File: config.mk
export PLATFORM = sky130hd
export DESIGN_NAME = dmm_tx_frame_rd
export DESIGN_NICKNAME = d
export VERILOG_FILES = /design/src/dmm_tx_pkg.sv /design/src/dmm_tx_frame_rd.sv
export SDC_FILE = /design/constraint.sdc
export NUM_CORES = 1
export LEC_CHECK = 0
export BUFFER_PORTS_ARGS = -buffer_cell sky130_fd_sc_hd__clkbuf_2
export CAP_MARGIN = 40
export CORE_MARGIN = 2
export CORE_UTILIZATION = 47
export CTS_CLUSTER_DIAMETER = 100
export DETAILED_ROUTE_END_ITERATION = 10
export HOLD_SLACK_MARGIN = 0.03
export MAX_ROUTING_LAYER = met4
export PLACE_DENSITY = 0.79
export SYNTH_ARGS = -nofsm -noshare
export SYNTH_HDL_FRONTEND = slang
export SYNTH_SLANG_ARGS = --single-unit
File: constraint.sdc
create_clock -name clk_12_5m -period 2.9 [get_ports clk_12_5m]
set_input_delay 0 -clock clk_12_5m [delete_from_list [all_inputs] [get_ports clk_12_5m]]
set_output_delay 0 -clock clk_12_5m [all_outputs]
set_load 0.05 [all_outputs]
File: src/dmm_tx_pkg.sv
package dmm_tx_pkg;

    // ------------------------------------------------------------
    // buffer geometry
    // ------------------------------------------------------------
    localparam int NUM_CHN      = 16;
    localparam int REGION_WORDS = 64;   // words per channel region
    localparam int ADDR_W       = 10;

    typedef logic [3:0]        chn_idx_t;
    typedef logic [15:0]       chn_vec_t;     // one bit per channel
    // region base is {chn, 6'd0}, so the channel sits in the upper 4 bits
    typedef logic [ADDR_W-1:0] buf_addr_t;
    typedef logic [5:0]        region_off_t;

    // bit 17 start of header, bit 16 end of frame
    typedef logic [17:0] word_t;
    typedef logic [15:0] payload_t;
    typedef logic [31:0] slot_cnt_t;
    typedef logic [2:0]  head_cnt_t;

    // ------------------------------------------------------------
    // header constants
    // ------------------------------------------------------------
    localparam logic [4:0] COM2_TYPE    = 5'd2;
    localparam logic [4:0] COM3_TYPE    = 5'd3;
    localparam payload_t   COM_DATA_LEN = 16'd128;
    localparam payload_t   IO_DATA_LEN  = 16'd64;
    localparam payload_t   HEAD_WORDS   = 16'd8;    // subtracted for packet length
    localparam payload_t   DATA_TYPE    = 16'h88b5;

    // ------------------------------------------------------------
    // send slot and resend
    // ------------------------------------------------------------
    localparam payload_t   SLOT_MIN_RUN = 16'd30;
    localparam slot_cnt_t  SLOT_DEFAULT = 32'd162500;  // used for short run cycles
    localparam slot_cnt_t  SLOT_SCALE   = 32'd5120;    // cycles per run_cycle unit
    localparam logic [1:0] RESEND_MAX   = 2'd2;

    // frame reader FSM
    typedef enum logic [1:0] {
        RD_IDLE,
        RD_HEAD,
        RD_PAYLOAD,
        RD_HOLD
    } rd_state_t;

endpackage

File: src/dmm_tx_frame_rd.sv
`timescale 1ns/1ns

module dmm_tx_frame_rd (
    input  logic                  clk_12_5m,
    input  logic                  rst_12_5m,
    input  dmm_tx_pkg::chn_vec_t  rd_en,
    input  dmm_tx_pkg::word_t     rdata,
    input  logic [7:0]            dst_sta_num,
    input  logic [2:0]            dst_box_num,
    input  logic [4:0]            chn_type,
    input  logic                  master_slave_flag,
    input  dmm_tx_pkg::payload_t  run_cycle,
    output dmm_tx_pkg::buf_addr_t raddr,
    output dmm_tx_pkg::chn_vec_t  rd_last,
    output dmm_tx_pkg::chn_vec_t  sdu_dval,
    output dmm_tx_pkg::word_t     sdu_data
);

    dmm_tx_pkg::rd_state_t state;
    dmm_tx_pkg::head_cnt_t head_cnt;
    dmm_tx_pkg::buf_addr_t rd_ptr;      // address of the word now on rdata
    dmm_tx_pkg::chn_idx_t  slot_num;
    dmm_tx_pkg::payload_t  pkt_len;
    dmm_tx_pkg::word_t     head_word;
    logic [2:0]            box_next;
    logic                  accept;
    logic                  in_head;

    assign accept   = (state != dmm_tx_pkg::RD_HOLD) && (|rd_en);
    assign in_head  = (state == dmm_tx_pkg::RD_IDLE) || (state == dmm_tx_pkg::RD_HEAD);
    assign box_next = dst_box_num + 3'd1;   // mod 8

    // one-hot request to slot number
    always_comb begin
        slot_num = '0;
        for (int i = 0; i < dmm_tx_pkg::NUM_CHN; i++) begin
            if (rd_en[i])
                slot_num = dmm_tx_pkg::chn_idx_t'(i);
        end
    end

    always_comb begin
        if (chn_type == dmm_tx_pkg::COM2_TYPE || chn_type == dmm_tx_pkg::COM3_TYPE)
            pkt_len = dmm_tx_pkg::COM_DATA_LEN - dmm_tx_pkg::HEAD_WORDS;
        else
            pkt_len = dmm_tx_pkg::IO_DATA_LEN - dmm_tx_pkg::HEAD_WORDS;
    end

    // ------------------------------------------------------------
    // header words
    // ------------------------------------------------------------
    always_comb begin
        case (head_cnt)
            3'd0:    head_word = {2'b10, 6'd0, dst_sta_num, box_next[2:1]};
            // 17-bit field, zero-extended into the word
            3'd1:    head_word = dmm_tx_pkg::word_t'({2'b00, box_next[0], slot_num,
                                                      7'd0, master_slave_flag, 2'b00});
            3'd3:    head_word = {2'b00, run_cycle};
            3'd4:    head_word = {2'b00, dmm_tx_pkg::DATA_TYPE};
            3'd6:    head_word = {2'b00, pkt_len};
            default: head_word = '0;            // words 2 and 5
        endcase
    end

    // ------------------------------------------------------------
    // read address, prefetched so rdata is ready at word 7
    // ------------------------------------------------------------
    always_comb begin
        if (accept && in_head && head_cnt == 3'd5)
            raddr = {slot_num, dmm_tx_pkg::region_off_t'(0)};     // region base
        else if (accept && state == dmm_tx_pkg::RD_PAYLOAD)
            raddr = {rd_ptr[9:6], rd_ptr[5:0] + 6'd1};           // wrap in region
        else
            raddr = rd_ptr;                                       // hold on pause
    end

    always_ff @(posedge clk_12_5m or negedge rst_12_5m) begin
        if (!rst_12_5m)
            rd_ptr <= '0;
        else
            rd_ptr <= raddr;
    end

    // ------------------------------------------------------------
    // sequencer
    // ------------------------------------------------------------
    always_ff @(posedge clk_12_5m or negedge rst_12_5m) begin
        if (!rst_12_5m) begin
            state    <= dmm_tx_pkg::RD_IDLE;
            head_cnt <= '0;
            rd_last  <= '0;
        end else begin
            rd_last <= '0;
            case (state)
                dmm_tx_pkg::RD_IDLE, dmm_tx_pkg::RD_HEAD: begin
                    if (accept) begin
                        if (head_cnt == 3'd6) begin
                            state    <= dmm_tx_pkg::RD_PAYLOAD;
                            head_cnt <= '0;
                        end else begin
                            state    <= dmm_tx_pkg::RD_HEAD;
                            head_cnt <= head_cnt + 3'd1;
                        end
                    end
                end
                dmm_tx_pkg::RD_PAYLOAD: begin
                    if (accept && rdata[16]) begin  // end word goes out now
                        rd_last <= rd_en;
                        state   <= dmm_tx_pkg::RD_HOLD;
                    end
                end
                default: begin
                    if (rd_en == '0)
                        state <= dmm_tx_pkg::RD_IDLE;   // consumer let go
                end
            endcase
        end
    end

    // output word
    always_ff @(posedge clk_12_5m or negedge rst_12_5m) begin
        if (!rst_12_5m)
            sdu_dval <= '0;
        else
            sdu_dval <= accept ? rd_en : '0;
    end

    always_ff @(posedge clk_12_5m) begin
        if (accept) begin
            if (in_head)
                sdu_data <= head_word;
            else
                sdu_data <= {1'b0, rdata[16:0]};    // no start flag on payload
        end
    end

endmodule

# Word-level counts from Yosys, hierarchy flattened
# Cells that the tools add are included.
word_totals:
  reg_bits: 65
  in_bits: 69
  elab_cells: 66
op_classes:
  addsub: 3
  eq_ne: 12
  mux: 29
  reduce_logical: 15
op_table:
  columns: ["cell", "n"]
  rows:
  - ["case mux 18 bit (5 select lines)", 1]
  - ["two-way mux 16 bit", 3]
  - ["two-way mux 4 bit", 11]
  - ["two-way mux 17 bit", 1]
  - ["logical NOT 16 bit", 1]
  - ["OR reduction 16 bit", 1]
  - ["two-way mux 2 bit", 6]
  - ["== test 5 x 2 -> 1 bit (second input constant)", 2]
  - ["two-way mux 10 bit", 1]
  - ["== test 3 bit (second input constant)", 3]
  - ["two-way mux 7 bit", 1]
  - ["adder 3 x 1 -> 3 bit (second input constant)", 2]
  - ["adder 6 x 1 -> 6 bit (second input constant)", 1]
  - ["two-way mux 3 bit", 2]
  - ["two-way mux 6 bit", 1]
  - ["logical AND 1 bit", 5]
  - ["inequality test 2 bit (second input constant)", 2]
  - ["case mux 2 bit (2 select lines)", 1]
  - ["== test 3 x 1 -> 1 bit (second input constant)", 1]
  - ["== test 3 x 2 -> 1 bit (second input constant)", 1]
  - ["logical NOT 3 bit", 1]
  - ["AND reduction 3 bit", 1]
  - ["nonzero test 3 bit", 1]
  - ["== test 2 x 1 -> 1 bit (second input constant)", 1]
  - ["7 further kinds", 8]

# Depth between registers and ports, before layout
# Gate-level depths: netlist of the first run.
logic_depth:
  word_depth: 17
  depth_mapped: 7

# Least setup slack after synthesis of the first run
# Ideal clock, no wire load.
synth_timing:
  path_type: "register -> register"
  from: "register state[1]"
  to: "register rd_ptr[4]"
  setup_time_ns: 0.298
  t_arrival_ns: 2.659
  required_time_ns: 2.602
  slack_ns: -0.057
  stages_incl_launch_ff: 6
  n_path_buf: 2
  period_less_slack_ns: 2.957
  path_cell_list: "dfrtp_1 -> buf_2 -> nor2b_1 -> clkbuf_1 -> nand2_1 -> o41ai_1"
synth_via:
  elab_chain_cells: 5
synth_rtl:
  columns: ["item", "line_no", "source"]
  rows:
  - ["from (decl)", "dmm_tx_frame_rd.sv:19", "dmm_tx_pkg::rd_state_t state;"]
  - ["from (signal assigned)", "dmm_tx_frame_rd.sv:89", "state <= dmm_tx_pkg::RD_IDLE;"]
  - ["from (signal assigned)", "dmm_tx_frame_rd.sv:98", "state <= dmm_tx_pkg::RD_PAYLOAD;"]
  - ["from (signal assigned)", "dmm_tx_frame_rd.sv:101", "state <= dmm_tx_pkg::RD_HEAD;"]
  - ["inequality test 2 bit (tied with other cells)", "dmm_tx_frame_rd.sv:29", "assign accept = (state != dmm_tx_pkg::RD_HOLD) && (|rd_en);"]
  - ["logical AND 1 bit or logical OR 1 bit (tied branches)", "dmm_tx_frame_rd.sv:29, dmm_tx_frame_rd.sv:30", null]
  - ["logical AND 1 bit, on equally long branches", "dmm_tx_frame_rd.sv:71, dmm_tx_frame_rd.sv:69", null]
  - ["two-way mux 6 bit or logical AND 1 bit (tied branches)", "dmm_tx_frame_rd.sv:71, dmm_tx_frame_rd.sv:69", null]
  - ["two-way mux 10 bit (*)", "dmm_tx_frame_rd.sv:69", "if (accept && in_head && head_cnt == 3'd5)"]
  - ["via raddr[4]", "dmm_tx_frame_rd.sv:13", "output dmm_tx_pkg::buf_addr_t raddr,"]
  - ["to (signal assigned)", "dmm_tx_frame_rd.sv:81", "rd_ptr <= raddr;"]
  - ["to (decl)", "dmm_tx_frame_rd.sv:21", "dmm_tx_pkg::buf_addr_t rd_ptr;"]
# Mark *: on every way through the listed nets, which the timed path passes. The rest lies on a longest branch.
# A chain may end at the register's enable or synchronous reset.

# Worst setup path in the final report of the first run
layout_timing:
  from: "input port rd_en[4]"
  to: "output port raddr[7]"
layout_via:
  elab_chain_cells: 13
layout_rtl:
  columns: ["item", "line_no", "source"]
  rows:
  - ["from (decl)", "dmm_tx_frame_rd.sv:6", "input dmm_tx_pkg::chn_vec_t rd_en,"]
  - ["two-way mux 3 bit", "dmm_tx_frame_rd.sv:37", "if (rd_en[i])"]
  - ["two-way mux 4 bit (11 in series)", "dmm_tx_frame_rd.sv:37", null]
  - ["two-way mux 10 bit (*)", "dmm_tx_frame_rd.sv:69", null]
  - ["to (decl)", "dmm_tx_frame_rd.sv:13", null]
# Every way passes the cells marked *; elsewhere a longest branch is shown, timed or not.

==> key figures, run 1 <==
Outcome
  • Status: finished, final reports clean

Global route
  • All-Layer GR Usage: roughly a quarter
  • Vias in the first global route: 2732
  • First-pass GRT wire length: about 13 mm
  • Antenna violations before repair: 0
  • Grt total ovfl: 0
  • Pin count of the biggest net entering global routing: 36

Routing
  • Number of iterations in the first detailed-routing pass: 4
  • DRC violations left: 0
  • Post-Route WL: between 8 and 9 mm
  • Vias: approximately 2800
  • Initial DRC count: around 240
  • Routed WL per cell: 15.9 um
  • Post-route ant nets: 0
  • Vias per std cell: between 5 and 6

Timing
  • Slew Limit Fails: 0
  • Worst hold slack: slightly below 0.05 ns
  • Worst slew margin: ~42%
  • RSZ-0062 raised after global routing: no
  • Clock skew: between 0.01 and 0.015 ns
  • Hold Vio Cnt, Final: 0
  • Fmax: around 370 MHz
  • Final-report setup violation count: 0
  • Final WS setup: 0.161 ns
  • Slew @ Worst Pin: around 0.86 ns
  • Tmin final: 2.74 ns
  • Setup TNS: 0 ns
  • Tcrit/Tclk final: 94.5%

Cells and area
  • Area Overhead vs Synth: 41.0%
  • Finished Cell Area: approximately 4200 um2
  • Diodes inserted: 0
  • Share of layout cells above drive strength 1: between 30% and 40%
  • Register area: ~1700 um2
  • Multi-input gate area: about 1200 um2
  • Fill cell total of the finished layout: 479
  • Nets@finish: 503

Placed design
  • Port Buffers: ~130
  • Post-DP HPWL: approximately 5.5 mm
  • GP Congestion: approximately 0.83
  • DP Area: approximately 3700 um2
  • Pre-CTS setup slack: about 0.8 ns

CTS
  • Clock-pin slew on the worst setup and hold paths: around 0.070 ns
  • Hold buffers post-CTS: 34
  • Num CTS Buffers: 9
  • CTS root buffer: clkbuf_8
  • Htree depth: 3
  • Clk sinks: 65
  • # resized after CTS: 0
  • Post-CTS setup repair buffer count: 0
  • CTS tree: built
  • Clk buf depth: 2
  • Worst-Skew Late Latency: around 0.33 ns

Floorplanning
  • Die W: 83.8 um
  • Floorplan Core Area: ~6200 um2
  • Starting Density: between 40% and 50%
  • Row Count: 29
  • Num ports: around 130
  • Die area: 7020 um2
  • Die height: ~84 um

Synth
  • Ys Warns: 0
  • Syn_area_per_cell: between 10 and 15 um2
  • Async SR Flop Fraction: about 72%
  • Syn Inst Count: approximately 270
  • Top FF cell, synth: dfrtp_1
  • Synth Register Bits: 65
  • Post-Syn Area: ~3000 um2
  • Sequential area share after synthesis: 57.4%
  • Post-synth cell types: 55
  • Syn Nets: around 340
  • Post-synth EDFFs: 18

Worst hold path
  • Hold WC Path Type: primary input to flop

Pwr
  • Power per cell area: 491 nW/um2
  • Peak VDD IR: 0.000408 V
  • Pleak: between 2 and 2.5 nW

Setup path
  • Setup crit end kind: primary output
  • CP startpoint kind: primary input
  • CP Class: primary input to primary output
  • CP Data Required Time: ~2.9 ns
  • CP arrival: 2.74 ns
  • CP Max Fanout: 16

Run
  • Max cap viols: 0
[placed cells by master, fill, tap and decap left out, types with 2 or more instances in the layout]
cell type,n
clkbuf_2,126
dfrtp_1,47
dlygate4sd3_1,34
nand2_1,22
o21ai_0,20
and2_1,19
edfxtp_1,18
nor2_1,14
a21oi_1,13
clkbuf_8,11
and3_1,8
inv_1,7
nor4_1,7
a22oi_1,7
or4_1,4
nand2b_1,4
o31ai_1,4
o21a_1,4
a221oi_1,4
ha_1,4
mux2_4,3
a31oi_1,3
and2_4,3
and2_2,3
buf_4,3
or3_1,2
nor2b_1,2
nor3_1,2
a311oi_1,2
nand3_1,2
a21o_1,2
inv_4,2
[flip-flops by register name, summed over array words and instances, names as in the netlist]
register  count
sdu_data     18
rd_last      16
sdu_dval     16
rd_ptr       10
head_cnt      3
state         2
[logic make-up after synthesis]
family / count (synthesis) / synth area share, %
xor+xnor: 2 / 0.586
mux: 3 / 1.51
flops: 65 / 57.4
simple gates: 101 / 19.3
buf+inv: 24 / 3.64
compound gates: 72 / 15.9
fa+ha+maj: 4 / 1.67
[power breakdown]
part           total [mW]  internal, mW  switching [mW]  leakage [nW]
registers           0.996         0.964          0.0321         0.786
logic               0.387         0.163           0.224          1.23
clock network       0.688         0.353           0.335        0.0960
[through the flow]
stage               total power [mW]  util (%)  instances
detailed placement              1.36      59.3        462
global route                    2.16      67.6        511
global placement                1.34      58.8        460
floorplan                       1.23         -        271
CTS                             2.08      67.6        511
finish                          2.07      67.6        511
[final timing paths]
kind	to	slack, ns	start	cells past startpoint
max in group asynchronous	head_cnt[0]$_DFFE_PN0P_	2.28	rst_12_5m	3
hold reg to reg	rd_ptr[4]$_DFF_PN0_	0.52	rd_ptr[4]$_DFF_PN0_	1
hold / removal	sdu_data[9]$_DFFE_PP_	0.05	dst_sta_num[7]	3
min in group asynchronous	rd_last[3]$_DFF_PN0_	0.12	rst_12_5m	2
setup / recovery	raddr[7]	0.16	rd_en[4]	7
setup reg to reg	sdu_data[6]$_DFFE_PP_	0.44	head_cnt[0]$_DFFE_PN0P_	5
[critical path: stages]
cell and delay [ns]:
dlygate4sd3_1 0.54, clkbuf_2 0.14, nor4_1 0.60, and4_1 0.66, nor2_2 0.18, a31oi_1 0.27, clkbuf_2 0.33
[cell type report]
type	count	area share, %
tap	77	2.28
clock inverter	4	0.623
sequential	65	40.7
clock buffer	11	3.59
timing repair buffer	165	24.3
inverter	7	0.623
multi-input combinational	182	27.9
[synth_stat cells, drive strengths merged (5+ instances only)]
| master | instances | share of area (%) |
|---|---|---|
| nor4 | 7 | 1.5 |
| and3 | 8 | 1.7 |
| dfrtp | 47 | 39 |
| nor2 | 15 | 2.0 |
| edfxtp | 18 | 18 |
| clkbuf | 9 | 1.1 |
| and2 | 25 | 5.6 |
| a21oi | 14 | 2.3 |
| a221oi | 5 | 1.7 |
| nand2 | 22 | 2.8 |
| inv | 7 | 0.88 |
| buf | 8 | 1.6 |
| o21ai | 21 | 3.5 |
| a22oi | 7 | 1.8 |
[metal layers]
| metal | up-vias | track usage, % | part of all wire (%) |
|---|---|---|---|
| li1 | 1314 | - | - |
| met1 | 1314 | 29.5 | 40 |
| met2 | 114 | 40.4 | 53 |
| met3 | 17 | 3.26 | 5.2 |
| met4 | 0 | 9.53 | 1.9 |
| met5 | - | - | 0 |
(Power assumes the default switching activity.)
==> inputs of run 2 (changes only) <==
REMOVE_ABC_BUFFERS = 1   (was not set)
==> run 2 against run 1 <==
  * Flip-flop and latch count unchanged
  * Combinational power decreased by 2%
  * First-iteration DRC count decreased by 10%
  * Clock skew increased by 0.0014 ns
==> key figures, run 2 (synthesis gave the netlist of run 1 again) <==
Floorplanning
  • Row Count: 29 (unchanged)
  • Die W: 83.8 um (unchanged)
  • Floorplan Core Area: 6240 um2 (unchanged)
  • Num ports: 129 (unchanged)
  • Die area: 7020 um2 (unchanged)
  • Starting Density: 47.9% (unchanged)
  • Die height: 83.8 um (unchanged)

Pwr
  • Clock power share: 36.0% (+2.8 points)
  • Switch share: 28.9% (+0.34 points)
  • Pleak: 2.10 nW (-0.72%)
  • Seq pwr share: 46.3% (-1.8 points)
  • Peak VDD IR: 0.000325 V (-20%)
  • Power per cell area: 511 nW/um2 (+4.2%)
  • Internal: 1.53 mW (+3.3%)
  • Comb power frac: 17.7% (-1.0 points)
  • Switching power: 0.621 mW (+5.0%)
  • Final Power: 2.15 mW (+3.8%)

Routing
  • Post-route ant nets: 0 (unchanged)
  • Vias per std cell: 5.49 (+1.7%)
  • Routed WL per cell: 15.9 um (about the same)
  • Post-Route WL: 8.10 mm (-0.18%)
  • Number of iterations in the first detailed-routing pass: 4 (unchanged)
  • Initial DRC count: 217 (-10%)
  • DRC violations left: 0 (unchanged)
  • Vias: 2801 (+1.5%)

Global route
  • Grt total ovfl: 0 (unchanged)
  • Met1 Usage GRT: 30.1% (+0.60 points)
  • Antenna violations before repair: 0 (unchanged)
  • Pin count of the biggest net entering global routing: 29 (-19%)
  • All-Layer GR Usage: 24.2% (+0.25 points)
  • First-pass GRT wire length: 13.2 mm (+0.15%)
  • Vias in the first global route: 2747 (+0.55%)
  • Met2 track demand over resource: 39.5% (-0.87 points)
  • GRT busiest layer: met2
  • Global Route met3 Usage: 3.86% (+0.59 points)

Setup path
  • Critical-path top delay cell: and4_1
  • Slowest stage delay, CP: 0.67 ns (about the same)
  • R2r startpoint: head_cnt[2]$_DFFE_PN0P_
  • CP arrival: 2.67 ns (-0.07 ns)
  • CP Max Fanout: 16 (unchanged)
  • CP Class: primary input to primary output
  • Most used cell, CP: clkbuf_2
  • CP Data Required Time: 2.90 ns (about the same)
  • CP bufs+invs: 3 (unchanged)
  • Critical-path cell list: dlygate4sd3_1 > clkbuf_2 > nor4_1 > and4_1 > nor2_2 > mux2_4 > clkbuf_2
  • CP startpoint kind: primary input
  • Worst Setup SP: rd_en[12]
  • Setup crit end kind: primary output
  • Crit path max-delay family: simple AND/OR/NAND/NOR gates

Placed design
  • Post-DP HPWL: 5.45 mm (-1.8%)
  • DP Area: 3670 um2 (-0.74%)
  • Port Buffers: 126 (unchanged)
  • Pre-CTS setup slack: 0.796 ns (-0.0142 ns)
  • GP Congestion: 0.840 (+1.1%)

Worst hold path
  • Hold Crit Start: dst_sta_num[1]
  • Hold WC Path Type: primary input to flop

CTS
  • Clk sinks: 65 (unchanged)
  • Post-CTS setup repair buffer count: 0 (unchanged)
  • Clock-pin slew on the worst setup and hold paths: 0.08 ns (about the same)
  • Htree depth: 3 (unchanged)
  • Clk buf depth: 2 (unchanged)
  • CTS tree: built
  • Worst-Skew Late Latency: 0.34 ns (about the same)
  • CTS root buffer: clkbuf_8
  • Num CTS Buffers: 9 (unchanged)

Timing
  • Final WS setup: 0.227 ns (+0.0667 ns)
  • RSZ-0062 raised after global routing: no
  • Hold Vio Cnt, Final: 0 (unchanged)
  • Worst hold slack: 0.0255 ns (-0.0242 ns)
  • Clock skew: 0.0127 ns (+0.00137 ns)
  • Final-report setup violation count: 0 (unchanged)
  • Worst slew margin: 41.5% (-0.64 points)
  • Tmin final: 2.67 ns (-0.0667 ns)
  • Slew Limit Fails: 0 (unchanged)
  • Slew @ Worst Pin: 0.871 ns (+0.00952 ns)
  • Setup TNS: 0 ns (unchanged)
  • Fmax: 374 MHz (+2.5%)
  • Tcrit/Tclk final: 92.2% (-2.3 points)

Cells and area
  • Commonest non-fill, non-tap cell in the layout: clkbuf_2
  • Most flop-heavy register: sdu_data
  • Finished Cell Area: 4200 um2 (-0.39%)
  • Area Overhead vs Synth: 40.5%
  • Most frequent cells in the layout: 126 x clkbuf_2, 47 x dfrtp_1, 33 x dlygate4sd3_1
  • Largest registers: sdu_data (18), rd_last (16), sdu_dval (16)
  • Share of layout cells above drive strength 1: 37.4% (-0.14 points)
  • Diodes inserted: 0 (unchanged)
  • Nets@finish: 501 (-0.40%)
  • Max reg flops: 18 (unchanged)

Outcome
  • Status: finished, final reports clean

Run
  • Max cap viols: 0 (unchanged)
## run 2: worst register-to-register path, cell delays in order (launching register included)
cell,delay [ns]
dfrtp_1,0.52
nor3_1,0.72
a22o_1,0.26
a21oi_1,0.04
o21ai_0,0.15
dlygate4sd3_1,0.57
## run 2: power groups by stage
stage	clock network, mW	registers, mW	logic, mW
2_1_floorplan	0	1.02	0.200
3_3_place_gp	0	1.01	0.325
3_5_place_dp	0	1.01	0.334
4_1_cts	0.783	0.994	0.372
5_1_grt	0.829	0.999	0.421
6_report	0.774	0.995	0.380
## run 2: routing by layer
layer | wire (um) | part of all wire [%]
met5 | 0 | 0
met4 | 236 | 2.9
met3 | 430 | 5.3
met2 | 4190 | 52
met1 | 3240 | 40
## run 2: area by class of cell
type                       instances  area, um2
clock inverter                     7       75.1
multi-input combinational        182       1170
timing repair buffer             163        995
fill                             461       2040
tap                               77       96.3
inverter                           7       26.3
sequential                        65       1720
clock buffer                       9        124
## run 2: worst paths after layout
| check | slack, ns | end | cells after the start |
|---|---|---|---|
| setup / recovery | 0.23 | raddr[8] | 7 |
| hold / removal | 0.03 | sdu_data[3]$_DFFE_PP_ | 3 |
| setup reg to reg | 0.53 | sdu_data[6]$_DFFE_PP_ | 5 |
| hold reg to reg | 0.51 | rd_ptr[8]$_DFF_PN0_ | 1 |
| max in group asynchronous | 1.95 | sdu_dval[15]$_DFF_PN0_ | 3 |
| min in group asynchronous | 0.23 | sdu_dval[3]$_DFF_PN0_ | 2 |
## run 2: timing repair
| action | 4_1_cts | 5_1_grt |
|---|---|---|
| resized for setup | 0 | 0 |
| hold endpoints to repair | 74 | 0 |
| hold buffers | 33 | 0 |
## run 2: stage by stage
| step | cells | util [%] |
|---|---|---|
| CTS | 510 | 67.3 |
| global placement | 460 | 58.7 |
| finish | 510 | 67.3 |
| floorplan | 254 | - |
| global route | 510 | 67.3 |
| detailed placement | 461 | 58.9 |
==> inputs of run 3 (changes only) <==
clock period = 2.7 ns   (was 2.9 ns; I/O delays follow)
==> run 3 against run 2 <==
  * Non-clock buffer count stayed put
  * Sequential share of layout area is 0.097 points lower
  * Clock skew fell by 0.0071 ns
  * First-iteration DRC count is 35% lower
  * Via count down 3.4%
  * Setup slack worse by 0.030 ns
  * Clock power about the same
  * Sequential power is 8% higher
  * Die area unchanged
  * Total power increased by 4.5%
  * Count of clock-buffer cells in the layout up 2
  * Hold slack improved by 0.023 ns
==> key figures, run 3 (synthesis gave the netlist of run 1 again) <==
Global route
  • Antenna violations before repair: 0 (unchanged)
  • Met2 track demand over resource: 39.6% (+0.073 points)
  • Global Route met3 Usage: 5.24% (+1.4 points)
  • Grt total ovfl: 0 (unchanged)
  • Vias in the first global route: 2749 (+0.073%)
  • All-Layer GR Usage: 24.3% (about the same)
  • Pin count of the biggest net entering global routing: 37 (+28%)
  • Met1 Usage GRT: 29.6% (-0.45 points)
  • First-pass GRT wire length: 13.3 mm (+0.79%)
  • GRT busiest layer: met2

Pwr
  • Power per cell area: 533 nW/um2 (+4.3%)
  • Final Power: 2.25 mW (+4.5%)
  • Peak VDD IR: 0.000438 V (+35%)
  • Pleak: 2.10 nW (about the same)

Setup path
  • CP bufs+invs: 3 (unchanged)
  • Crit path max-delay family: simple AND/OR/NAND/NOR gates
  • Critical-path top delay cell: nor4_1
  • CP Class: primary input to primary output
  • Setup crit end kind: primary output
  • Most used cell, CP: clkbuf_2
  • Critical-path cell list: dlygate4sd3_1 > clkbuf_2 > nor4_1 > and4_2 > nor2_2 > a31oi_1 > clkbuf_2
  • CP Max Fanout: 16 (unchanged)
  • CP arrival: 2.50 ns (-0.17 ns)
  • CP startpoint kind: primary input
  • CP Data Required Time: 2.70 ns (-0.20 ns)
  • Slowest stage delay, CP: 0.55 ns (-0.12 ns)

Timing
  • Slew Limit Fails: 0 (unchanged)
  • Worst hold slack: 0.0485 ns (+0.0230 ns)
  • Final WS setup: 0.197 ns (-0.0303 ns)
  • Final-report setup violation count: 0 (unchanged)
  • Worst slew margin: 41.4% (-0.11 points)
  • Slew @ Worst Pin: 0.872 ns (+0.00169 ns)
  • Setup TNS: 0 ns (unchanged)
  • Tmin final: 2.50 ns
  • Hold Vio Cnt, Final: 0 (unchanged)
  • Tcrit/Tclk final: ~90%
  • Fmax: between 300 and 400 MHz
  • Clock skew: 0.00557 ns (-0.00713 ns)

CTS
  • Htree depth: 3 (unchanged)
  • Post-CTS setup repair buffer count: 0 (unchanged)
  • Clock-pin slew on the worst setup and hold paths: 0.07 ns (about the same)
  • Clk sinks: 65 (unchanged)
  • Clk buf depth: 2 (unchanged)
  • Worst-Skew Late Latency: 0.33 ns (about the same)
  • CTS tree: built
  • Num CTS Buffers: 9 (unchanged)
  • CTS root buffer: clkbuf_8

Floorplanning
  • Floorplan Core Area: 6240 um2 (unchanged)
  • Die height: 83.8 um (unchanged)
  • Die W: 83.8 um (unchanged)
  • Num ports: 129 (unchanged)
  • Starting Density: 47.9% (unchanged)
  • Row Count: 29 (unchanged)
  • Die area: 7020 um2 (unchanged)

Routing
  • Number of iterations in the first detailed-routing pass: 4 (unchanged)
  • Initial DRC count: 142 (-35%)
  • Post-Route WL: 7.98 mm (-1.4%)
  • Routed WL per cell: 15.7 um (-1.2%)
  • Post-route ant nets: 0 (unchanged)
  • DRC violations left: 0 (unchanged)
  • Vias: 2706 (-3.4%)
  • Vias per std cell: 5.32 (-3.2%)

Cells and area
  • Fill cell total of the finished layout: 467 (+1.3%)
  • Largest registers: sdu_data (18), rd_last (16), sdu_dval (16)
  • Most flop-heavy register: sdu_data
  • Multi-input gate area: 1180 um2 (+0.64%)
  • Diodes inserted: 0 (unchanged)
  • Finished Cell Area: 4210 um2 (+0.24%)
  • Most frequent cells in the layout: 126 x clkbuf_2, 47 x dfrtp_1, 33 x dlygate4sd3_1
  • Max reg flops: 18 (unchanged)
  • Area Overhead vs Synth: 40.8%
  • Nets@finish: 501 (unchanged)
  • Commonest non-fill, non-tap cell in the layout: clkbuf_2
  • Share of layout cells above drive strength 1: 37.7% (+0.32 points)
  • Register area: 1720 um2 (unchanged)

Placed design
  • Port Buffers: 126 (unchanged)
  • GP Congestion: 0.839 (-0.15%)
  • Post-DP HPWL: 5.36 mm (-1.6%)
  • DP Area: 3690 um2 (+0.34%)
  • Pre-CTS setup slack: 0.615 ns (-0.181 ns)

Run
  • Max cap viols: 0 (unchanged)

Outcome
  • Status: finished, final reports clean

Worst hold path
  • Hold WC Path Type: primary input to flop
[run 3: cell count changes in the layout (fill, tap and decap cells not counted), sizes merged]
cell    change
bufinv      -1
clkbuf      +2
clkinv      +2
inv         -4
[run 3: worst min-delay path, stage by stage]
cell and delay [ns]:
clkbuf_2 0.08, a221oi_1 0.06, o21ai_0 0.13
[run 3: final timing paths]
kind                       cells after the start                     from  slack, ns               endpoint
setup / recovery                               7                 rd_en[9]       0.20               raddr[7]
hold / removal                                 3           dst_sta_num[1]       0.05  sdu_data[3]$_DFFE_PP_
setup reg to reg                               5  head_cnt[0]$_DFFE_PN0P_       0.33  sdu_data[6]$_DFFE_PP_
hold reg to reg                                1      rd_ptr[6]$_DFF_PN0_       0.51    rd_ptr[6]$_DFF_PN0_
max in group asynchronous                      3                rst_12_5m       2.12  rd_last[15]$_DFF_PN0_
min in group asynchronous                      2                rst_12_5m       0.09  sdu_dval[3]$_DFF_PN0_
[run 3: cell type report]
class	count	area share [%]
Timing Repair Buffer	163	23.9
Clock inverter	4	0.624
Multi-Input combinational cell	182	27.9
Clock buffer	11	3.86
Tap cell	77	2.29
Sequential cell	65	40.7
Inverter	7	0.624
[run 3: what timing repair did]
item / in CTS / in global routing
resized for setup: 0 / 2
hold buffers: 33 / 0
endpoints found under the hold margin: 94 / 0
endpoints found under the setup margin: 0 / 8
[run 3: routing by layer]
| metal | part of all wire (%) | wire, um | vias up |
|---|---|---|---|
| li1 | - | - | 1307 |
| met1 | 42 | 3320 | 1295 |
| met2 | 52 | 4140 | 90 |
| met3 | 5.0 | 398 | 14 |
| met4 | 1.6 | 129 | 0 |
| met5 | 0 | 0 | - |
[run 3: stage by stage]
step / cells / util [%]
final: 509 / 67.5
after global routing: 509 / 67.5
after CTS: 509 / 67.4
after detailed placement: 461 / 59.1
after global placement: 459 / 58.6
after floorplan: 254 / -
[run 3: power by group]
| group | switching, mW | leakage (nW) | internal [mW] |
|---|---|---|---|
| clock | 0.364 | 0.0963 | 0.407 |
| combinational | 0.233 | 1.22 | 0.173 |
| sequential | 0.0332 | 0.786 | 1.03 |
| total | 0.630 | 2.10 | 1.62 |
